===== src/hdl/saturn_bus_pkg.sv =====
//----------------------------------------
// Saturn nibble bus package
// Bus opcodes, sequencer states, widths
// and the host register map
//----------------------------------------
package saturn_bus_pkg;

    //----------------------------------------
    // Widths
    //----------------------------------------
    localparam int NIBBLE_W         = 4;
    localparam int ADDR_W           = 20;
    localparam int ADDR_NIBBLES     = 5;
    localparam int MAX_DATA_NIBBLES = 8;

    // Depths of the two RAM blocks, in address bits
    localparam int SYSRAM0_BITS = 10;
    localparam int SYSRAM1_BITS = 8;

    //----------------------------------------
    // Host register map (word addresses)
    //----------------------------------------
    localparam logic [1:0] REG_CMD    = 2'd0;
    localparam logic [1:0] REG_DATA   = 2'd1;
    localparam logic [1:0] REG_STATUS = 2'd2;

    // Opcodes carried in the command slot
    typedef enum logic [NIBBLE_W-1:0] {
        PC_READ   = 4'd0,
        DP_READ   = 4'd1,
        PC_WRITE  = 4'd2,
        DP_WRITE  = 4'd3,
        LOAD_PC   = 4'd4,
        LOAD_DP   = 4'd5,
        CONFIGURE = 4'd6,
        RESET     = 4'd10
    } saturn_buscmd_e;

    // Sequencer FSM states
    typedef enum logic [1:0] {
        IDLE,
        CMD_SLOT,
        DATA_STROBE,
        DATA_CAPTURE
    } seq_state_e;

endpackage

===== src/hdl/saturn_bus_ctrl.sv =====
//----------------------------------------
// Saturn bus sequencer
// Plays one command slot and its data slots
// and collects the returned nibbles
//----------------------------------------
`timescale 1ns/10ps

module saturn_bus_ctrl (
    input  logic                           i_clk,
    input  logic                           i_reset,
    input  logic                           i_start,
    input  saturn_bus_pkg::saturn_buscmd_e i_opcode,
    input  logic [3:0]                     i_count,
    input  logic [31:0]                    i_wdata,
    input  logic [3:0]                     i_bus_nibble_in,
    input  logic                           i_bus_active,
    output logic                           o_busy,
    output logic [31:0]                    o_rdata,
    output logic                           o_hit,
    output logic                           o_bus_strobe,
    output logic                           o_bus_is_data,
    output logic [3:0]                     o_bus_nibble
);
    import saturn_bus_pkg::*;

    seq_state_e     state;
    // Second cycle of the command slot
    logic           cmd_phase;
    saturn_buscmd_e opcode_q;
    logic [3:0]     count_q;
    logic [31:0]    wdata_q;
    logic [3:0]     slot;
    logic           is_read;

    assign is_read       = (opcode_q == PC_READ) || (opcode_q == DP_READ);
    assign o_busy        = (state != IDLE);
    assign o_bus_strobe  = ((state == CMD_SLOT) && !cmd_phase) || (state == DATA_STROBE);
    assign o_bus_is_data = (state == DATA_STROBE);

    // Reads put zero on the bus, everything else sends the data nibble
    always_comb begin
        case (state)
            CMD_SLOT:    o_bus_nibble = opcode_q;
            DATA_STROBE: o_bus_nibble = is_read ? 4'd0 : wdata_q[slot[2:0]*NIBBLE_W +: NIBBLE_W];
            default:     o_bus_nibble = 4'd0;
        endcase
    end

    //----------------------------------------
    // Slot FSM
    //----------------------------------------
    always_ff @(posedge i_clk) begin
        if (i_reset) begin
            state     <= IDLE;
            cmd_phase <= 1'b0;
            slot      <= 4'd0;
            o_hit     <= 1'b0;
        end else begin
            case (state)
                IDLE: begin
                    if (i_start) begin
                        state     <= CMD_SLOT;
                        cmd_phase <= 1'b0;
                        slot      <= 4'd0;
                        o_hit     <= 1'b0;
                    end
                end
                CMD_SLOT: begin
                    cmd_phase <= 1'b1;
                    if (cmd_phase) begin
                        state <= (count_q == 4'd0) ? IDLE : DATA_STROBE;
                    end
                end
                DATA_STROBE: begin
                    state <= DATA_CAPTURE;
                end
                DATA_CAPTURE: begin
                    // Hit follows the most recent data slot
                    o_hit <= i_bus_active;
                    slot  <= slot + 4'd1;
                    state <= (slot + 4'd1 == count_q) ? IDLE : DATA_STROBE;
                end
                default: state <= IDLE;
            endcase
        end
    end

    // Command payload and collected nibbles
    always_ff @(posedge i_clk) begin
        if ((state == IDLE) && i_start) begin
            opcode_q <= i_opcode;
            count_q  <= i_count;
            wdata_q  <= i_wdata;
            o_rdata  <= 32'd0;
        end else if (state == DATA_CAPTURE) begin
            o_rdata[slot[2:0]*NIBBLE_W +: NIBBLE_W] <= i_bus_nibble_in;
        end
    end

endmodule


===== config.mk =====
export PLATFORM = sky130hd
export DESIGN_NAME = saturn_bus_ctrl
export DESIGN_NICKNAME = d
export VERILOG_FILES = /design/src/hdl/saturn_bus_pkg.sv /design/src/hdl/saturn_bus_ctrl.sv
export SDC_FILE = /design/constraint.sdc
export NUM_CORES = 1
export LEC_CHECK = 0
export ABC_CLOCK_PERIOD_IN_PS = 3470
export BUFFER_PORTS_ARGS = -buffer_cell sky130_fd_sc_hd__buf_2
export CORE_ASPECT_RATIO = 0.8
export CORE_MARGIN = 2
export CORE_UTILIZATION = 50
export CTS_CLUSTER_DIAMETER = 100
export DETAILED_ROUTE_END_ITERATION = 7
export PLACE_DENSITY = 0.77
export RECOVER_POWER = 100
export SLEW_MARGIN = 30
export SYNTH_ARGS = -nofsm -noshare
export SYNTH_HDL_FRONTEND = slang
export SYNTH_SLANG_ARGS = --single-unit

===== constraint.sdc =====
create_clock -name i_clk -period 3.47 [get_ports i_clk]
set_input_delay 0.347 -clock i_clk [delete_from_list [all_inputs] [get_ports i_clk]]
set_output_delay 0.347 -clock i_clk [all_outputs]
set_load 0.05 [all_outputs]

# [After elaboration in Yosys (flattened, before gate mapping)]
# Index checks and enable logic that the tools add are counted.
[word_totals] reg_bits=80 wordCells=47
[classes] addsub=2 eq_ne=7 n_shift=3 reduce_logical=14 mux=13
[ops] op="5-bit negator with 34-bit output" count=1
[ops] op="4-bit by 34-bit variable shift with 32-bit output, first input constant" count=1
[ops] op="4-bit by 34-bit indexed part select with 32-bit output" count=1
[ops] op="32-bit bitwise mux" count=1
[ops] op="32-bit by 6-bit indexed part select with 4-bit output" count=1
[ops] op="4-bit case mux with 2 select lines" count=2
[ops] op="4-bit zero test" count=2
[ops] op="2-bit 2-to-1 mux" count=4
[ops] op="4-bit 2-to-1 mux" count=2
[ops] op="2-bit case mux with 4 select lines" count=1
[ops] op="2-bit AND reduction" count=3
[ops] op="2-bit nonzero test" count=3
[ops] op="4-bit by 1-bit adder with 4-bit output, second input constant" count=1
[ops] op="2-bit equality test, second input constant" count=2
[ops] op="4-bit by 1-bit equality test with 1-bit output, second input constant" count=1
[ops] op="4-bit equality test" count=1
[ops] op="2-bit inequality test, second input constant" count=2
[ops] op="1-bit case mux with 2 select lines" count=2
[ops] op="2-bit by 1-bit equality test with 1-bit output, second input constant" count=1
[ops] op="1-bit logical AND" count=2
[ops] op="2-bit zero test" count=1
[ops] op="1-bit logical OR" count=2
[ops] op="1-bit zero test" count=1
[ops] op="1-bit 2-to-1 mux" count=1

# [Depth between registers and ports, before layout]
# Gate-level depths: netlist of the first run.
[logic_depth] ltp_word=4 ltp_mapped=8 mapped_depth_nobuf=7

# [Least setup slack after synthesis of the first run]
# No wires, ideal clock.
[synth_path] path_kind="reg2out" from="register state[0]" to="output o_bus_nibble[0]" slack_ns=0.758 arrival_ns=2.365 t_required_ns=3.123 stages_incl_launch_ff=5 n_path_buf=0 cell_sequence="dfxtp_1 -> inv_1 -> ha_1 -> o311ai_0 -> o21ai_0"
[synth_via] elab_chain_cells=2 word_cells_on_any_way=3 cone_classes="eq/ne: 2; mux: 1"
[synth_lines] item="start, declared" line="saturn_bus_ctrl.sv:26" text="seq_state_e state;"
[synth_lines] item="start signal, assigned" line="saturn_bus_ctrl.sv:71" text="state <= (count_q == 4'd0) ? IDLE : DATA_STROBE;"
[synth_lines] item="start signal, assigned" line="saturn_bus_ctrl.sv:81" text="state <= (slot + 4'd1 == count_q) ? IDLE : DATA_STROBE;"
[synth_lines] item="2-bit equality test"
[synth_lines] item="net o_bus_is_data" line="saturn_bus_ctrl.sv:21" text="output logic o_bus_is_data,"
[synth_lines] item="4-bit case mux with 2 select lines" line="saturn_bus_ctrl.sv:42" text="case (state)"
[synth_lines] item="end, declared" line="saturn_bus_ctrl.sv:22" text="output logic [3:0] o_bus_nibble"
# The timed path passes the listed nets, and every way through them passes these cells.

# [Worst setup path in the final report of the first run]
[layout_path] from="register slot[0]" to="register o_rdata[22]"
[layout_via] elab_chain_cells=3 word_cells_on_any_way=4 cone_classes="add/sub: 1; shift: 2; mux: 1"
[layout_lines] item="start, declared" line="saturn_bus_ctrl.sv:32" text="logic [3:0] slot;"
[layout_lines] item="start signal, assigned" line="saturn_bus_ctrl.sv:80" text="slot <= slot + 4'd1;"
[layout_lines] item="5-bit negator with 34-bit output (*)" line="saturn_bus_ctrl.sv:96" text="o_rdata[slot[2:0]*NIBBLE_W +: NIBBLE_W] <= i_bus_nibble_in;"
[layout_lines] item="4-bit by 34-bit indexed part select with 32-bit output / 4-bit by 34-bit variable shift with 32-bit output (equally long branches)" line="saturn_bus_ctrl.sv:96"
[layout_lines] item="32-bit bitwise mux (*)" line="saturn_bus_ctrl.sv:96"
[layout_lines] item="end signal, assigned by index" line="saturn_bus_ctrl.sv:96"
[layout_lines] item="end, declared" line="saturn_bus_ctrl.sv:18" text="output logic [31:0] o_rdata,"
# Every way passes the cells marked *; elsewhere a longest branch is shown, timed or not.
# A chain may end at the register's enable or synchronous reset.

==> summary.md, run 1 <==
| Metric | Value |
|---|---|
| CP dominant cell by count | `ha_1` |
| Sum of buffers and inverters on the critical path | `1` |
| Yosys warns | `0` |
| # setup viols final | `0` |
| Cell Rows | `26` |
| Sequential share of the synthesized area | `60.6%` |
| Syn Area/Cell | `13.3 sq um` |
| Detailed Route WL | `6.63 mm` |
| Vias in the first global route | `2237` |
| Commonest non-fill, non-tap cell in the layout | `buf_2` |
| Die height | `76.7 um` |
| I/O Buffers | `87` |
| Setup crit end kind | `register` |
| Final Hold Violating Endpoints | `0` |
| Nets | `397` |
| Longest Clk Path Bufs | `2` |
| Critical path cell sequence | `inv_1 > ha_1 > ha_1 > nand2b_1 > nor3_1 > mux2i_1 > nor2_1` |
| Initial core utilization | `51.8%` |
| Largest net degree at the start of global routing | `29` |
| Root buf cell | `clkbuf_8` |
| Seq cells post-synth | `80` |
| Initial antenna violation count | `0` |
| Syn Nets | `304` |
| Drt drc | `0` |
| DP HPWL | `4.86 mm` |
| Setup bufs post-CTS | `0` |
| Clock Sinks | `80` |
| Yosys cell types | `39` |
| CTS clk-pin slew, worst paths | `80 ps` |
| Tcrit/Tclk final | `81.2%` |
| Dpl cells | `415` |
| Leakage | `0.00151 uW` |
| Req. time, crit path | `3690 ps` |
| Area delta synth->final | `20.5%` |
| Ys async rst share | `0%` |
| CTS tree | `done` |
| Critical Path Max Stage Delay | `680 ps` |
| Post-route setup slack | `652 ps` |
| Synthesized netlist cell count | `249` |
| Post-CTS sizing | `0` |
| Synth Cell Area | `0.00330 sq mm` |
| Maxcap violations | `0` |
| Setup TNS | `0 ps` |
| Ports | `88` |
| Max IR drop VDD | `321 uV` |
| CP top delay family | `simple AND/OR/NAND/NOR gates` |
| Post-synth EDFFs | `40` |
| N_diodes | `0` |
| Critical Path AT | `3040 ps` |
| CP Class | `register to register` |
| Clk_lat worst skew | `350 ps` |
| Synth Flop Type | `edfxtp_1` |
| DRT iter0 DRCs | `112` |
| CP max-delay cell | `nor3_1` |
| Horiz. Die Dim | `94.9 um` |
| Cts hold-fix bufs | `0` |
| WL/cell | `15.4 um` |
| CTS Buf Count | `9` |
| Grt total ovfl | `0` |
| Startpoint Class | `register` |
| PnR Total Power | `2300 uW` |
| Tot GR Track Use | `20.3%` |
| Pwr Density | `577 mW/mm^2` |
| Commonest non-fill, non-tap cells in the layout | `48 x buf_2, 40 x dfxtp_1, 40 x edfxtp_1` |
| Clock skew | `9.02 ps` |
| Relative slew slack | `4.97%` |
| RSZ-0062 raised after global routing | `no` |
| First-pass GRT wire length | `11.2 mm` |
| Worst R2R Setup Slack | `650 ps` |
| Hold/Removal Path Class | `input pin to register` |
| Core Util, Final | `62.4%` |
| Vias | `2233` |
| Gpl congestion | `0.788` |
| Total die area | `0.00728 sq mm` |
| Post-place setup slack | `924 ps` |
| Worst-path fanout max | `10` |
| Drt pass-1 iters | `4` |
| Maximum clock rate | `355 MHz` |
| Core ar. | `0.00638 sq mm` |
| CTS H-Tree Depth | `3` |
| Antenna Nets Post-Route | `0` |
| Minimum clock period | `2820 ps` |
| Layout cell share with drive strength beyond 1 | `23.6%` |
| Status | `completed` |
| Worst Tran Pin Value | `1420 ps` |
| Slew Viols, Final | `0` |
| Vias per cell | `5.18` |
| Final Instance Count excl. Fillers | `431` |
## metrics by stage
step / cell area, sq um / hold WS (ps)
detailed placement: 3830 / 478
global route: 3980 / 149
CTS: 4050 / 155
global placement: 3830 / 465
floorplan: 3300 / 446
finish: 3980 / 168
## Yosys cell counts, types with 3 or more instances
cell type | instances | area (sq um)
mux2i_1 | 36 | 360
nand3_1 | 7 | 35.0
edfxtp_1 | 40 | 1200
a21oi_1 | 8 | 40.0
o21ai_0 | 7 | 35.0
ha_1 | 7 | 87.6
nor2_2 | 3 | 18.8
nor2_1 | 36 | 135
xnor2_1 | 4 | 35.0
nand2_1 | 5 | 18.8
inv_1 | 6 | 22.5
dfxtp_1 | 40 | 801
clkbuf_1 | 4 | 15.0
mux4_2 | 8 | 180
and2_1 | 6 | 37.5
## flip-flops by register name, summed over array words and instances, names as in the netlist
| register | flops |
|---|---|
| cmd_phase | 1 |
| count_q | 4 |
| o_hit | 1 |
| o_rdata | 32 |
| opcode_q | 4 |
| slot | 4 |
| state | 2 |
| wdata_q | 32 |
## where the power goes
| part | switching (uW) | leakage [uW] | internal, uW |
|---|---|---|---|
| logic | 288 | 0.000691 | 111 |
| clock network | 338 | 0.000110 | 406 |
| registers | 35.7 | 0.000705 | 1120 |
## worst paths after layout
path | to | start | cells after the start
max | o_rdata[22] | slot[0] | 7
min | wdata_q[26] | i_wdata[26] | 1
max reg2reg | o_rdata[22] | slot[0] | 7
min reg2reg | o_rdata[13] | o_rdata[13] | 2
## routing by layer
layer	GRT usage [%]	vias to the layer above	wire length, um
li1	-	1093	-
met1	27.3	1047	2900
met2	32.3	81	3230
met3	4.91	12	387
met4	6.81	0	112
met5	0	-	0
## area by class of cell
class                   count  area [sq um]
clock buffers               9           124
inverters                   7          26.3
flip-flops and latches     80          2000
fillers                   543          2400
clock inverters             7          95.1
multi-input cells         153          1210
well taps                  84           105
repair buffers             91           412
## cell families after synthesis
family          synth area share (%)
compound gates                  4.09
xor+xnor                        1.59
fa+ha+maj                       2.65
buf+inv                         2.23
flops                           60.6
mux                             16.4
simple gates                    12.5
## worst register-to-register path, stage by stage (launching register included)
cell and delay, ps:
dfxtp_1 590, inv_1 290, ha_1 280, ha_1 290, nand2b_1 240, nor3_1 680
mux2i_1 260, nor2_1 50
(Power assumes the default switching activity.)
==> inputs of run 2 (changes only) <==
--- a/config.mk
+++ b/config.mk
@@ -5,14 +5,14 @@
 export SDC_FILE = /design/constraint.sdc
 export NUM_CORES = 1
 export LEC_CHECK = 0
-export ABC_CLOCK_PERIOD_IN_PS = 3470
+export ABC_CLOCK_PERIOD_IN_PS = 2400
 export BUFFER_PORTS_ARGS = -buffer_cell sky130_fd_sc_hd__buf_2
 export CORE_ASPECT_RATIO = 0.8
 export CORE_MARGIN = 2
-export CORE_UTILIZATION = 50
+export CORE_UTILIZATION = 47
 export CTS_CLUSTER_DIAMETER = 100
 export DETAILED_ROUTE_END_ITERATION = 7
-export PLACE_DENSITY = 0.77
+export PLACE_DENSITY = 0.76
 export RECOVER_POWER = 100
 export SLEW_MARGIN = 30
 export SYNTH_ARGS = -nofsm -noshare
==> constraint.sdc (replaced) <==
create_clock -name i_clk -period 2.4 [get_ports i_clk]
set_input_delay 0.24 -clock i_clk [delete_from_list [all_inputs] [get_ports i_clk]]
set_output_delay 0.24 -clock i_clk [all_outputs]
set_load 0.05 [all_outputs]
==> summary.md, run 2 (same netlist as run 1, synthesis figures left out) <==
| Metric | Value |
|---|---|
| Status | `completed` |
| Vias in the first global route | `2269 (+1.4%)` |
| Tot GR Track Use | `18.7% (-1.5 points)` |
| CP Class | `register to primary output` |
| Clock Sinks | `80 (unchanged)` |
| Clock skew | `8.73 ps (-0.294 ps)` |
| FF+latch area | `0.00200 sq mm (unchanged)` |
| Vias | `2250 (+0.76%)` |
| Critical path cell sequence | `buf_4 > mux4_2 > mux2i_1 > o21ai_0 > buf_2` |
| # setup viols final | `0 (unchanged)` |
| Vias per cell | `5.17 (-0.17%)` |
| Biggest regs | `o_rdata (32), wdata_q (32)` |
| Layout cell share with drive strength beyond 1 | `25.3% (+1.7 points)` |
| Post-DP Area | `0.00385 sq mm (+0.62%)` |
| Initial core utilization | `48.2% (-3.6 points)` |
| Leakage | `0.00153 uW (+1.3%)` |
| WL/cell | `15.7 um (+2.2%)` |
| Pwr Density | `830 mW/mm^2 (+44%)` |
| Maxcap violations | `0 (unchanged)` |
| Max IR drop VDD | `474 uV (+48%)` |
| Relative slew slack | `27.3% (+22 points)` |
| Setup TNS | `0 ps (unchanged)` |
| Minimum clock period | `2270 ps` |
| Drt drc | `0 (unchanged)` |
| Ports | `88 (unchanged)` |
| Core ar. | `0.00686 sq mm (+7.6%)` |
| Cell Rows | `27 (+3.8%)` |
| N_diodes | `0 (unchanged)` |
| Commonest non-fill, non-tap cell in the layout | `buf_2` |
| Grt total ovfl | `0 (unchanged)` |
| Post-place setup slack | `316 ps (-608 ps)` |
| Die height | `79.0 um (+3.0%)` |
| Longest Clk Path Bufs | `2 (unchanged)` |
| Fill cell count | `588 (+8.3%)` |
| CTS H-Tree Depth | `3 (unchanged)` |
| Maximum clock rate | `441 MHz` |
| Initial antenna violation count | `0 (unchanged)` |
| Antenna Nets Post-Route | `0 (unchanged)` |
| Post-route setup slack | `132 ps (-520 ps)` |
| Met2 GRT Util | `30.1% (-2.2 points)` |
| Worst Tran Pin Value | `1090 ps (-335 ps)` |
| Req. time, crit path | `2160 ps (-1530 ps)` |
| I/O Buffers | `87 (unchanged)` |
| Startpoint Class | `register` |
| Final Hold Violating Endpoints | `0 (unchanged)` |
| CP max-delay cell | `mux4_2` |
| Gpl congestion | `0.822 (+4.2%)` |
| DRT iter0 DRCs | `116 (+3.6%)` |
| Clk_lat worst skew | `360 ps (about the same)` |
| Met3 Track Usage GR | `4.05% (-0.86 points)` |
| CTS tree | `done` |
| DP HPWL | `4.87 mm (+0.34%)` |
| Area delta synth->final | `20.8%` |
| Tcrit/Tclk final | `94.5%` |
| Total die area | `0.00772 sq mm (+6.1%)` |
| Drt pass-1 iters | `5 (+1)` |
| Detailed Route WL | `6.83 mm (+3.1%)` |
| GR Util met1 | `25.1% (-2.2 points)` |
| Horiz. Die Dim | `97.7 um (+3.0%)` |
| CTS clk-pin slew, worst paths | `90 ps (about the same)` |
| Critical Path Max Stage Delay | `550 ps (-130 ps)` |
| Nets | `398 (+0.25%)` |
| Core Util, Final | `58.2% (-4.2 points)` |
| PnR Total Power | `3310 uW (+44%)` |
| First-pass GRT wire length | `11.2 mm (-0.30%)` |
| Worst-path fanout max | `12 (+2)` |
| Setup crit end kind | `primary output` |
| Multi-input gate area | `0.00122 sq mm (+0.31%)` |
| Largest net degree at the start of global routing | `49 (+69%)` |
| Gr busiest metal | `met2` |
| Slew Viols, Final | `0 (unchanged)` |
| Commonest non-fill, non-tap cells in the layout | `48 x buf_2, 40 x dfxtp_1, 40 x edfxtp_1` |
| CTS Buf Count | `9 (unchanged)` |
| Design area | `0.00399 sq mm (+0.31%)` |
| RSZ-0062 raised after global routing | `no` |
| Root buf cell | `clkbuf_8` |
| Critical Path AT | `2030 ps (-1010 ps)` |
| Hold/Removal Path Class | `input pin to register` |
| Setup bufs post-CTS | `0 (unchanged)` |
## run 2: layer usage
layer | share of wire (%) | wire (um) | up-vias
met1 | 46 | 3140 | 1082
met2 | 48 | 3260 | 69
met3 | 4.8 | 328 | 10
li1 | - | - | 1089
met5 | 0 | 0 | -
met4 | 1.6 | 109 | 0
## run 2: power breakdown
group          switching, uW  internal, uW  total, uW
clock network            544           502       1050
logic                    422           170        592
registers               55.0          1620       1670
## run 2: repair_timing
| action | in CTS | in global routing |
|---|---|---|
| hold endpoints to repair | 0 | 0 |
| resized for setup | 0 | 1 |
| endpoints found under the setup margin | 0 | 4 |
| hold buffers | 0 | 0 |
## run 2: path summary, 6_finish.rpt
| check | start | end | slack [ps] | cells after the start |
|---|---|---|---|---|
| setup reg to reg | slot[0] | o_rdata[20] | 200 | 7 |
| hold reg to reg | o_rdata[12] | o_rdata[12] | 500 | 2 |
| setup / recovery | slot[1] | o_bus_nibble[0] | 130 | 5 |
| hold / removal | i_wdata[23] | wdata_q[23] | 50 | 1 |
## run 2: metrics by stage
step                      instances  hold WS (ps)
after floorplan                 249           339
final                           435          47.8
after global routing            435          34.3
after CTS                       435          39.2
after global placement          419           417
after detailed placement        419           418
## run 2: layout make-up
cell class | count | share of cell area [%]
clock buffers | 9 | 3.10
clock inverters | 7 | 2.13
repair buffers | 92 | 10.7
well taps | 87 | 2.73
multi-input cells | 153 | 30.5
flip-flops and latches | 80 | 50.2
inverters | 7 | 0.658
## run 2: critical path, delay by kind of cell (launching register included)
| family | cells | cell delay [ps] |
|---|---|---|
| flops | 1 | 330 |
| buf+inv | 2 | 480 |
| compound gates | 1 | 100 |
| mux | 2 | 750 |
