==> config.mk <==
export PLATFORM = sky130hd
export DESIGN_NAME = saturn_bus_regs
export DESIGN_NICKNAME = d
export VERILOG_FILES = /design/src/hdl/saturn_bus_pkg.sv /design/src/hdl/saturn_bus_regs.sv
export SDC_FILE = /design/constraint.sdc
export NUM_CORES = 1
export LEC_CHECK = 0
export ABC_AREA = 1
export BUFFER_PORTS_ARGS = -buffer_cell sky130_fd_sc_hd__buf_4
export CAP_MARGIN = 20
export CORE_MARGIN = 5
export CORE_UTILIZATION = 40
export DETAILED_ROUTE_END_ITERATION = 8
export PLACE_DENSITY = 0.73
export SYNTH_ARGS = -nofsm -noshare
export SYNTH_HDL_FRONTEND = slang
export SYNTH_SLANG_ARGS = --single-unit
==> constraint.sdc <==
create_clock -name i_clk -period 2.3 [get_ports i_clk]
set_clock_uncertainty 0.1 [all_clocks]
set_input_delay 0 -clock i_clk [delete_from_list [all_inputs] [get_ports i_clk]]
set_output_delay 0 -clock i_clk [all_outputs]
set_load 0.02 [all_outputs]
==> src/hdl/saturn_bus_pkg.sv <==
//----------------------------------------
// Saturn nibble bus package
// Bus opcodes, sequencer states, widths
// and the host register map
//----------------------------------------
package saturn_bus_pkg;

    //----------------------------------------
    // Widths
    //----------------------------------------
    localparam int NIBBLE_W         = 4;
    localparam int ADDR_W           = 20;
    localparam int ADDR_NIBBLES     = 5;
    localparam int MAX_DATA_NIBBLES = 8;

    // Depths of the two RAM blocks, in address bits
    localparam int SYSRAM0_BITS = 10;
    localparam int SYSRAM1_BITS = 8;

    //----------------------------------------
    // Host register map (word addresses)
    //----------------------------------------
    localparam logic [1:0] REG_CMD    = 2'd0;
    localparam logic [1:0] REG_DATA   = 2'd1;
    localparam logic [1:0] REG_STATUS = 2'd2;

    // Opcodes carried in the command slot
    typedef enum logic [NIBBLE_W-1:0] {
        PC_READ   = 4'd0,
        DP_READ   = 4'd1,
        PC_WRITE  = 4'd2,
        DP_WRITE  = 4'd3,
        LOAD_PC   = 4'd4,
        LOAD_DP   = 4'd5,
        CONFIGURE = 4'd6,
        RESET     = 4'd10
    } saturn_buscmd_e;

    // Sequencer FSM states
    typedef enum logic [1:0] {
        IDLE,
        CMD_SLOT,
        DATA_STROBE,
        DATA_CAPTURE
    } seq_state_e;

endpackage
==> src/hdl/saturn_bus_regs.sv <==
//----------------------------------------
// Saturn bus host registers
// Wishbone classic slave holding command,
// data and status for the bus sequencer
//----------------------------------------
`timescale 1ns/10ps

module saturn_bus_regs (
    input  logic                           i_clk,
    input  logic                           i_reset,
    input  logic                           i_wb_cyc,
    input  logic                           i_wb_stb,
    input  logic                           i_wb_we,
    input  logic [1:0]                     i_wb_adr,
    input  logic [31:0]                    i_wb_dat,
    input  logic                           i_busy,
    input  logic [31:0]                    i_rdata,
    input  logic                           i_hit,
    output logic                           o_wb_ack,
    output logic [31:0]                    o_wb_dat,
    output logic                           o_start,
    output saturn_bus_pkg::saturn_buscmd_e o_opcode,
    output logic [3:0]                     o_count,
    output logic [31:0]                    o_wdata
);
    import saturn_bus_pkg::*;

    logic        wb_access;
    logic        wb_write;
    logic [3:0]  cmd_count;
    logic [31:0] data_q;
    // Set by a host DATA write, cleared when a command starts
    logic        data_fresh;

    assign wb_access = i_wb_cyc && i_wb_stb && !o_wb_ack;
    assign wb_write  = wb_access && i_wb_we;

    //----------------------------------------
    // Command launch
    //----------------------------------------
    // The sequencer takes the command on the same edge that acks the write
    assign o_start   = wb_write && (i_wb_adr == REG_CMD) && !i_busy;
    assign o_opcode  = saturn_buscmd_e'(i_wb_dat[3:0]);
    assign cmd_count = i_wb_dat[7:4];
    assign o_count   = (cmd_count > 4'(MAX_DATA_NIBBLES)) ? 4'(MAX_DATA_NIBBLES) : cmd_count;
    assign o_wdata   = data_q;

    always_ff @(posedge i_clk) begin
        if (i_reset) begin
            o_wb_ack <= 1'b0;
        end else begin
            o_wb_ack <= wb_access;
        end
    end

    // Write nibbles, rejected while a command runs
    always_ff @(posedge i_clk) begin
        if (wb_write && (i_wb_adr == REG_DATA) && !i_busy) begin
            data_q <= i_wb_dat;
        end
    end

    always_ff @(posedge i_clk) begin
        if (i_reset) begin
            data_fresh <= 1'b0;
        end else if (o_start) begin
            data_fresh <= 1'b0;
        end else if (wb_write && (i_wb_adr == REG_DATA) && !i_busy) begin
            data_fresh <= 1'b1;
        end
    end

    //----------------------------------------
    // Read data, valid while ack is high
    //----------------------------------------
    always_ff @(posedge i_clk) begin
        if (wb_access) begin
            case (i_wb_adr)
                REG_DATA:   o_wb_dat <= data_fresh ? data_q : i_rdata;
                REG_STATUS: o_wb_dat <= {30'd0, i_hit, i_busy};
                default:    o_wb_dat <= 32'd0;
            endcase
        end
    end

endmodule

### Word-level counts from Yosys, hierarchy flattened

Index checks and enable logic that the tools add are counted.

| storage, ports and cells | value |
|---|---|
| flip-flop bits (word level) | 66 |
| input port bits | 73 |
| output and inout bits | 74 |
| word-level logic and storage cells | 21 |

| cells by class | value |
|---|---|
| order comparisons | 1 |
| eq/ne operators | 2 |
| mux-type cells | 3 |
| reduce and logical (&&, ||, !) cells | 11 |

Operator list:

| cell | number |
|---|---|
| 32-bit one-hot mux with 2 select lines | 1 |
| 32-bit two-way mux | 1 |
| 1-bit logical AND | 7 |
| 4-bit > comparator (second input constant) | 1 |
| 4-bit two-way mux | 1 |
| 2-bit by 1-bit equality test with 1-bit output (second input constant) | 1 |
| 2-bit equality test (second input constant) | 1 |
| 1-bit zero test | 2 |
| 2-bit zero test | 1 |
| 2-bit OR reduction | 1 |

### Longest topological paths before layout

Gate-level depths: netlist of run 1.

| depth | value |
|---|---|
| word-level depth | 6 |
| gate-level depth with buffers | 7 |
| depth with buffers taken out | 7 |

### Least setup slack after synthesis of run 1

No wires, ideal clock.

| path | value |
|---|---|
| path kind | register to register |
| start | register o_wb_ack |
| end | register data_fresh |
| setup time | 114 ps |
| arrival time | 2221 ps |
| data required time | 2086 ps |
| slack | -135 ps |
| cell stages (with the launch flop) | 5 |
| buffers on the path | 0 |
| clock period less this slack | 2435 ps |
| cell sequence | dfxtp_1 nor2_1 nand3_1 nand2_1 nor2_2 |

| on the way | value |
|---|---|
| longest elaborated chain between the ends | 6 |
| elaborated cells on any way between the ends | 8 |
| classes of those cells | reduce/logical: 8 |

RTL lines:

| element | line | source |
|---|---|---|
| start, declared | saturn_bus_regs.sv:19 | `output logic o_wb_ack,` |
| start signal, assigned | saturn_bus_regs.sv:52 | `o_wb_ack <= wb_access;` |
| 1-bit zero test * | saturn_bus_regs.sv:35 | `assign wb_access = i_wb_cyc && i_wb_stb && !o_wb_ack;` |
| 1-bit logical AND * | saturn_bus_regs.sv:35 |  |
| via wb_access | saturn_bus_regs.sv:28 | `logic wb_access;` |
| 1-bit logical AND * | saturn_bus_regs.sv:36 | `assign wb_write = wb_access && i_wb_we;` |
| 1-bit logical AND (2 in a row) | saturn_bus_regs.sv:42 | `assign o_start = wb_write && (i_wb_adr == REG_CMD) && !i_busy;` |
| 2-bit OR reduction (no line) | -- |  |
| end signal, assigned | saturn_bus_regs.sv:65 | `data_fresh <= 1'b0;` |
| end signal, assigned | saturn_bus_regs.sv:67 | `data_fresh <= 1'b0;` |
| end signal, assigned | saturn_bus_regs.sv:69 | `data_fresh <= 1'b1;` |
| end, declared | saturn_bus_regs.sv:33 | `logic data_fresh;` |

The timed path passes the listed nets; every way through them passes the cells marked *.
A chain may end at the register's enable or synchronous reset.

### Worst setup path in the final report of run 1

| path | value |
|---|---|
| start | register o_wb_ack |
| end | output o_start |

| on the way | value |
|---|---|
| longest elaborated chain between the ends | 5 |

RTL lines:

| element | line | source |
|---|---|---|
| 1-bit zero test | saturn_bus_regs.sv:35 |  |
| 1-bit logical AND | saturn_bus_regs.sv:35 |  |
| via wb_access | saturn_bus_regs.sv:28 |  |
| 1-bit logical AND | saturn_bus_regs.sv:36 |  |
| 1-bit logical AND (2 in a row) | saturn_bus_regs.sv:42 |  |
| end, declared | saturn_bus_regs.sv:21 | `output logic o_start,` |

The timed path passes the listed nets, and every way through them passes these cells.

==> results of run 1 <==
==> critical path, delay by kind of cell, from the launching register on <==
kind | cells | cell delay (ns)
buf+inv | 2 | 0.21
flops | 1 | 0.36
simple gates | 2 | 0.61
==> layer usage <==
layer / vias to the layer above / share of wire, % / GRT usage, %
met5: - / 0 / 0
li1: 1151 / - / -
met1: 1167 / 37 / 20.2
met2: 103 / 54 / 35.4
met4: 0 / 2.2 / 7.94
met3: 21 / 7.7 / 7.16
==> where the power goes <==
part           switching (mW)  internal, mW  total [mW]  leakage, nW
registers              0.0114          1.35        1.37        0.594
logic                   0.180         0.233       0.413         1.32
clock network           0.446         0.381       0.827       0.0795
total                   0.637          1.97        2.61         2.00
==> kinds of logic after synthesis <==
logic type / after synthesis
DFF: 66
adders and majority gates: 3
and+or+nand+nor: 110
AOI/OAI and AO/OA: 7
buffers and inverters: 26
==> placed cells by master, fill, tap and decap left out <==
cell | Yosys | routed
nand4_1 | 1 | 1
clkinv_2 | 0 | 3
nor2_2 | 1 | 1
or2_4 | 1 | 1
inv_2 | 2 | 2
nand2_2 | 0 | 1
nand3_1 | 1 | 1
dfxtp_1 | 2 | 2
buf_12 | 0 | 2
inv_1 | 9 | 9
a21oi_1 | 3 | 3
clkinvlp_4 | 0 | 2
nor2_4 | 1 | 2
clkbuf_1 | 1 | 1
o21ai_0 | 1 | 1
dlygate4sd3_1 | 0 | 67
o21ai_1 | 2 | 2
nand2_1 | 8 | 7
nor3_1 | 2 | 2
ha_1 | 3 | 3
a21boi_1 | 1 | 1
clkinv_1 | 0 | 1
clkbuf_8 | 0 | 9
buf_4 | 8 | 150
nor3_2 | 27 | 27
edfxtp_1 | 64 | 64
nor2_1 | 68 | 67
==> flip-flops by register name, indices dropped and copies added, names as in the netlist <==
name / flops
o_wdata: 32
o_wb_dat: 32
data_fresh: 1
o_wb_ack: 1
==> timing repair <==
| action | 4_1_cts | 5_1_grt |
|---|---|---|
| setup endpoints to repair | 0 | 0 |
| hold buffers | 67 | 0 |
| hold endpoints to repair | 66 | 0 |
==> path summary, 6_finish.rpt <==
| check | start | endpoint | slack (ns) |
|---|---|---|---|
| setup / recovery | o_wb_ack | o_start | 0.68 |
| hold / removal | i_rdata[1] | o_wb_dat[1] | 0.05 |
| setup reg to reg | data_fresh | o_wb_dat[0] | 0.73 |
| hold reg to reg | o_wdata[31] | o_wb_dat[31] | 0.52 |
==> final cells by class <==
class / instances / area [µm²] / area share [%]
clock inverters: 6 / 33.8 / 0.702
repair buffers: 219 / 1840 / 38.2
multi-input cells: 120 / 688 / 14.3
well taps: 96 / 120 / 2.50
inverters: 11 / 41.3 / 0.858
flip-flops and latches: 66 / 1960 / 40.8
clock buffers: 10 / 128 / 2.65
==> summary.md, run 1 <==
| Metric | Value |
|---|---|
| Share of cells above drive strength 1 | a little under half |
| Final Hold Fails | 0 |
| Vias | 2442 |
| Post-DP Area | roughly 4000 µm² |
| Setup ws final | 0.677 ns |
| Worst hold path class | in2reg |
| Worst setup path category | reg2out |
| Top-area cell type share of the netlist area | between 60% and 70% |
| Crit path cell chain | nor2_4 > nand3_1 > inv_1 > buf_4 |
| Critical-path top delay cell | nor2_4 |
| Post-CTS Setup Repair Bufs | 0 |
| Total GRT Usage | about a fifth |
| Fill count | between 400 and 500 |
| Fin crit share | between 70% and 80% |
| Reg clk slew, reported paths | 0.07 ns |
| Final setup fails | 0 |
| Total power | between 2 and 3 mW |
| CTS resizes | 0 |
| Yosys warnings | 0 |
| Cells after Synth | ~210 |
| Pre-CTS WS | approximately 0.76 ns |
| Critical-path maximum fanout | 16 |
| CP max stage delay | 0.44 ns |
| Min Tclk post-route | approximately 1.6 ns |
| FP Rows | 30 |
| Die width | ~93 µm |
| Worst-Skew Late Latency | between 0.3 and 0.4 ns |
| Top post-synthesis cells by count | nor2_1, edfxtp_1, nor3_2 |
| Top cell type by total area after synthesis | edfxtp_1 |
| Root Driver | clkbuf_8 |
| Placed Cells | between 400 and 500 |
| XOR/XNOR Fraction of Synth Area | 0% |
| Cell Area, Synth | 2790 µm² |
| Mux cell area share after synthesis | 0% |
| Fin nets | a little over 500 |
| Max Cap Violations | 0 |
| Post-DR wirelength/cell | 16.2 µm |
| Worst hold slack | 0.0533 ns |
| Fin area | ~4800 µm² |
| Largest family of logic cells by synthesized area | simple AND/OR/NAND/NOR gates |
| Slew headroom | between 60% and 70% |
| Final Wtd Congestion | 0.727 |
| Top post-synthesis cells by area | edfxtp_1, nor3_2, nor2_1 |
| CTS tree | built |
| First-iteration detailed-routing DRC count | 61 |
| Startpoint Class | flip-flop |
| Post-Route WL | approximately 8.6 mm |
| Sequential fraction of the synthesis area | 70.4% |
| Cell Count, Final, Fillers Out | ~530 |
| First-pass GRT wire length | about 13 mm |
| Yosys reg bits | 66 |
| ANT cells | 0 |
| Port buffer count | around 150 |
| Max VDD drop | approximately 0.00033 V |
| Synth Area in Compound Gates | about 1.3% |
| Detailed Place HPWL | ~5.6 mm |
| Pwr Density | 542 nW/µm² |
| Vias per cell | between 4 and 5 |
| Fraction of registers with async set/reset | 0% |
| Synthesized net count | roughly 290 |
| Required time of the critical path | approximately 2.2 ns |
| Htree depth | 3 |
| Crit end category | output pin |
| Initial Util | about two fifths |
| Clock Tree Buf Depth | 2 |
| Worst-Margin Slew | approximately 0.56 ns |
| Setup tns final | 0 ns |
| RSZ-0062 raised after global routing | no |
| Cell variety after synth | 22 |
| DIE HEIGHT | around 93 µm |
| Leak pwr | roughly 2.0 nW |
| Area growth from synthesis to layout | 72.5% |
| Adder-cell share of the synthesized area | 1.35% |
| Number of synthesized flops with an enable pin | 64 |
| Total congestion overflow | 0 |
| Most frequent cell after synthesis | nor2_1 |
| CTS sink count | 66 |
| R2r worst-path depth | 3 |
| Simple-gate share of the synthesized area | between 20% and 30% |
| Mean post-synth cell area | 13.1 µm² |
| DR DRC count | 0 |
| Initial antenna violation count | 0 |
| Final core utilization | 70.8% |
| Hold Path Stages | 5 |
| Vias in the first global route | ~2600 |
| Main flop type after synthesis | edfxtp_1 |
| Arr. time, crit path | ~1.5 ns |
| CORE AREA | ~6800 µm² |
| DRT Pass-1 Iters | 4 |
| Die Footprint | 8740 µm² |
| Fin. max-slew vios | 0 |
| Status | finished clean |
| Pin count of the biggest net entering global routing | 33 |
| F_max | 616 MHz |
| ANT nets after route | 0 |
| I/O pin total | about 150 |
| Inserted Clock Buffers | 9 |
No activity file was read; power rests on OpenSTA's default activity.
==> inputs of run 2 (changes only) <==
ABC_AREA = 0   (was 1)
PLACE_DENSITY = 0.74   (was 0.73)
clock period = 1.32 ns   (was 2.3 ns; I/O delays follow)
==> run 2 against run 1 <==
  * The flow now finishes with violations (negative setup slack)
  * Worst setup slack worse by 0.90 ns
  * Combinational power grew 77%
  * Global-route usage decreased by 0.97 points
  * Non-clock buffer count up 10
  * Final cell count down 11%
  * Critical path depth rose by 1
  * Synthesized cell count shrank 24%
  * Die area down 4.1%
  * Sequential power up 74%
  * Sequential share of layout area is 0.31 points lower
  * Critical path type unchanged
  * Largest cell class is now non-clock buffers
==> summary.md, run 2 <==
| Metric | Value |
|---|---|
| Status | finished, violations left |
| Failing checks | negative setup slack |
| Most crowded layer after global routing | met2 |
| Mean post-synth cell area | roughly 17 µm² |
| Worst hold path class | in2reg |
| DR DRC count | 0 |
| M1 GR Usage | about a fifth |
| Initial Util | 41.4% |
| Cell Area, Synth | roughly 2700 µm² |
| Multi-input logic area | 607 µm² |
| Pin count of the biggest net entering global routing | 18 |
| Total power | about 4.5 mW |
| Vias per cell | about 4.5 |
| Fin area | between 4000 and 5000 µm² |
| Die Footprint | 8380 µm² |
| Worst-Margin Slew | 0.194 ns |
| Post-Route WL | slightly below 8 mm |
| CP max stage delay | between 0.3 and 0.4 ns |
| Required time of the critical path | approximately 1.2 ns |
| Post-DP Area | between 3000 and 4000 µm² |
| Max Cap Violations | 0 |
| Final setup fails | between 50 and 60 |
| CTS tree | built |
| Worst setup path category | reg2out |
| Largest family of logic cells by synthesized area | multiplexers |
| ANT nets after route | 0 |
| ANT cells | 0 |
| Die width | roughly 92 µm |
| Yosys warnings | 0 |
| Top post-synthesis cells by area | edfxtp_1, mux2i_1, nor2_1 |
| Detailed Place HPWL | between 5 and 6 mm |
| FP Rows | 29 |
| Commonest non-fill, non-tap cell in the layout | buf_4 |
| First-iteration detailed-routing DRC count | between 50 and 60 |
| Crit end category | output pin |
| Final core utilization | between 70% and 80% |
| CP startpoint | o_wb_ack |
| First-pass GRT wire length | around 12 mm |
| Total GRT Usage | a little under a fifth |
| Clock Tree Buf Depth | 2 |
| Fin nets | between 400 and 500 |
| Fin. max-slew vios | 0 |
| Fraction of registers with async set/reset | 0% |
| Top cell type by total area after synthesis | edfxtp_1 |
| Post-DR wirelength/cell | roughly 17 µm |
| Setup ws final | -0.227 ns |
| Root Driver | clkbuf_8 |
| Number of synthesized flops with an enable pin | 64 |
| Port buffer count | roughly 150 |
| Min Tclk post-route | ~1.5 ns |
| Arr. time, crit path | around 1.5 ns |
| Hold path startpoint | i_wb_adr[1] |
| Slew headroom | between 80% and 90% |
| Critical-path maximum fanout | 2 |
| Most used cell, CP | buf_6 |
| Worst-Skew Late Latency | ~0.33 ns |
| I/O pin total | 147 |
| Cells after Synth | approximately 160 |
| Leak pwr | roughly 2.0 nW |
| GR Util met2 | about 34% |
| XOR/XNOR Fraction of Synth Area | 0% |
| Total congestion overflow | 0 |
| DRT Pass-1 Iters | 4 |
| Area growth from synthesis to layout | 82.6% |
| Cell variety after synth | 19 |
| F_max | between 600 and 700 MHz |
| Top-area cell type share of the netlist area | a little over 70% |
| Final Wtd Congestion | slightly above 0.7 |
| Fin crit share | 117% |
| Main flop type after synthesis | edfxtp_1 |
| Vias | 2130 |
| GR Util met3 | 6.61% |
| Yosys reg bits | 66 |
| Reg area | slightly below 2000 µm² |
| Synthesized net count | 237 |
| Simple-gate share of the synthesized area | about 7% |
| RSZ-0062 raised after global routing | yes |
| Most frequent cell after synthesis | edfxtp_1 |
| CTS sink count | 66 |
| Top delay family on crit path | simple AND/OR/NAND/NOR gates |
| Reg clk slew, reported paths | roughly 0.060 ns |
| Fill count | ~400 |
| Top post-synthesis cells by count | edfxtp_1, mux2i_1, nor2_1 |
| Max VDD drop | ~0.00067 V |
| Most frequent cells in the layout | buf_4, dlygate4sd3_1, edfxtp_1 |
| Mux cell area share after synthesis | about 12% |
| DIE HEIGHT | around 92 µm |
| Adder-cell share of the synthesized area | under 10% |
| Pwr Density | approximately 920 nW/µm² |
| Synth Area in Compound Gates | under 10% |
| Inserted Clock Buffers | 9 |
| Final Hold Fails | 0 |
| Crit path cell chain | and3b_4 > and3_4 > buf_6 > and2_4 > buf_6 |
| Critical-path top delay cell | dfxtp_2 |
| Buf+Inv Stages, Crit Path | 2 |
| Startpoint Class | flip-flop |
| Htree depth | 3 |
| Initial antenna violation count | 0 |
| CORE AREA | 6420 µm² |
| Share of cells above drive strength 1 | 46.4% |
| Vias in the first global route | 2380 |
| Sequential fraction of the synthesis area | about 74% |
| FF-to-FF Start | o_wb_ack |
run 2: cell types whose count changed in the layout (fill, tap and decap cells not counted), sizes merged, moves of 3 or more:
cell	delta
a21oi	-3
buf	+7
clkbuf	+6
inv	-8
mux2i	+30
nand2	-7
nor2	-41
nor2b	+7
nor3	-29
o21ai	-3
run 2: cell families after synthesis:
logic type               count (synthesis)
flip-flops                              66
multiplexers                            32
AND/OR/NAND/NOR                         41
adder cells (fa/ha/maj)                  3
AO/OA/AOI/OAI                            4
buffers and inverters                   15
run 2: worst reg2reg max path, stage by stage (launching register included):
cell     delay (ns)
dfxtp_2        0.31
and3b_4        0.29
and3_4         0.19
and2_4         0.19
buf_12         0.16
run 2: cell type report:
class | instances | share of cell area, %
Clock buffer | 13 | 2.86
Clock inverter | 3 | 0.335
Inverter | 3 | 0.232
Multi-Input combinational cell | 80 | 12.5
Sequential cell | 66 | 40.5
Tap cell | 77 | 1.98
Timing Repair Buffer | 229 | 41.6
run 2: per-layer routing:
layer | vias up | routed length, µm | share of wire [%]
met1 | 977 | 2790 | 35
li1 | 1037 | - | -
met5 | - | 0 | 0
met3 | 17 | 677 | 8.5
met2 | 99 | 4260 | 54
met4 | 0 | 217 | 2.7
run 2: stage by stage:
stage          hold slack [ns]  worst slack [ns]  cells  TNS [ns]
3_5_place_dp            0.0742            -0.178    383     -7.47
6_report                0.0431            -0.227    471     -7.27
5_1_grt                 0.0402            -0.266    471     -9.09
3_3_place_gp            0.0735            -0.158    383     -5.49
2_1_floorplan          -0.0358            -0.617    161    -20.57
4_1_cts                 0.0224            -0.242    468     -6.25
run 2: what timing repair did:
action / 4_1_cts / 5_1_grt
hold endpoints to repair: 66 / 0
hold buffers: 67 / 0
pin swaps: 1 / 1
setup buffers: 2 / 1
gates resized for setup: 7 / 4
cloned: 0 / 3
setup endpoints to repair: 65 / 68
run 2: power breakdown:
part | internal [mW] | leakage, nW | switching (mW) | total, mW
Sequential | 2.36 | 0.595 | 0.0184 | 2.38
Combinational | 0.440 | 1.29 | 0.290 | 0.730
Clock | 0.675 | 0.0751 | 0.704 | 1.38
Total | 3.47 | 1.96 | 1.01 | 4.49
run 2: worst paths after layout:
| path | endpoint | slack (ns) | depth (start not counted) |
|---|---|---|---|
| setup / recovery | o_start | -0.23 | 5 |
| hold reg to reg | o_wb_dat[17] | 0.50 | 2 |
| hold / removal | data_fresh | 0.04 | 4 |
| setup reg to reg | o_wdata[7] | -0.22 | 4 |
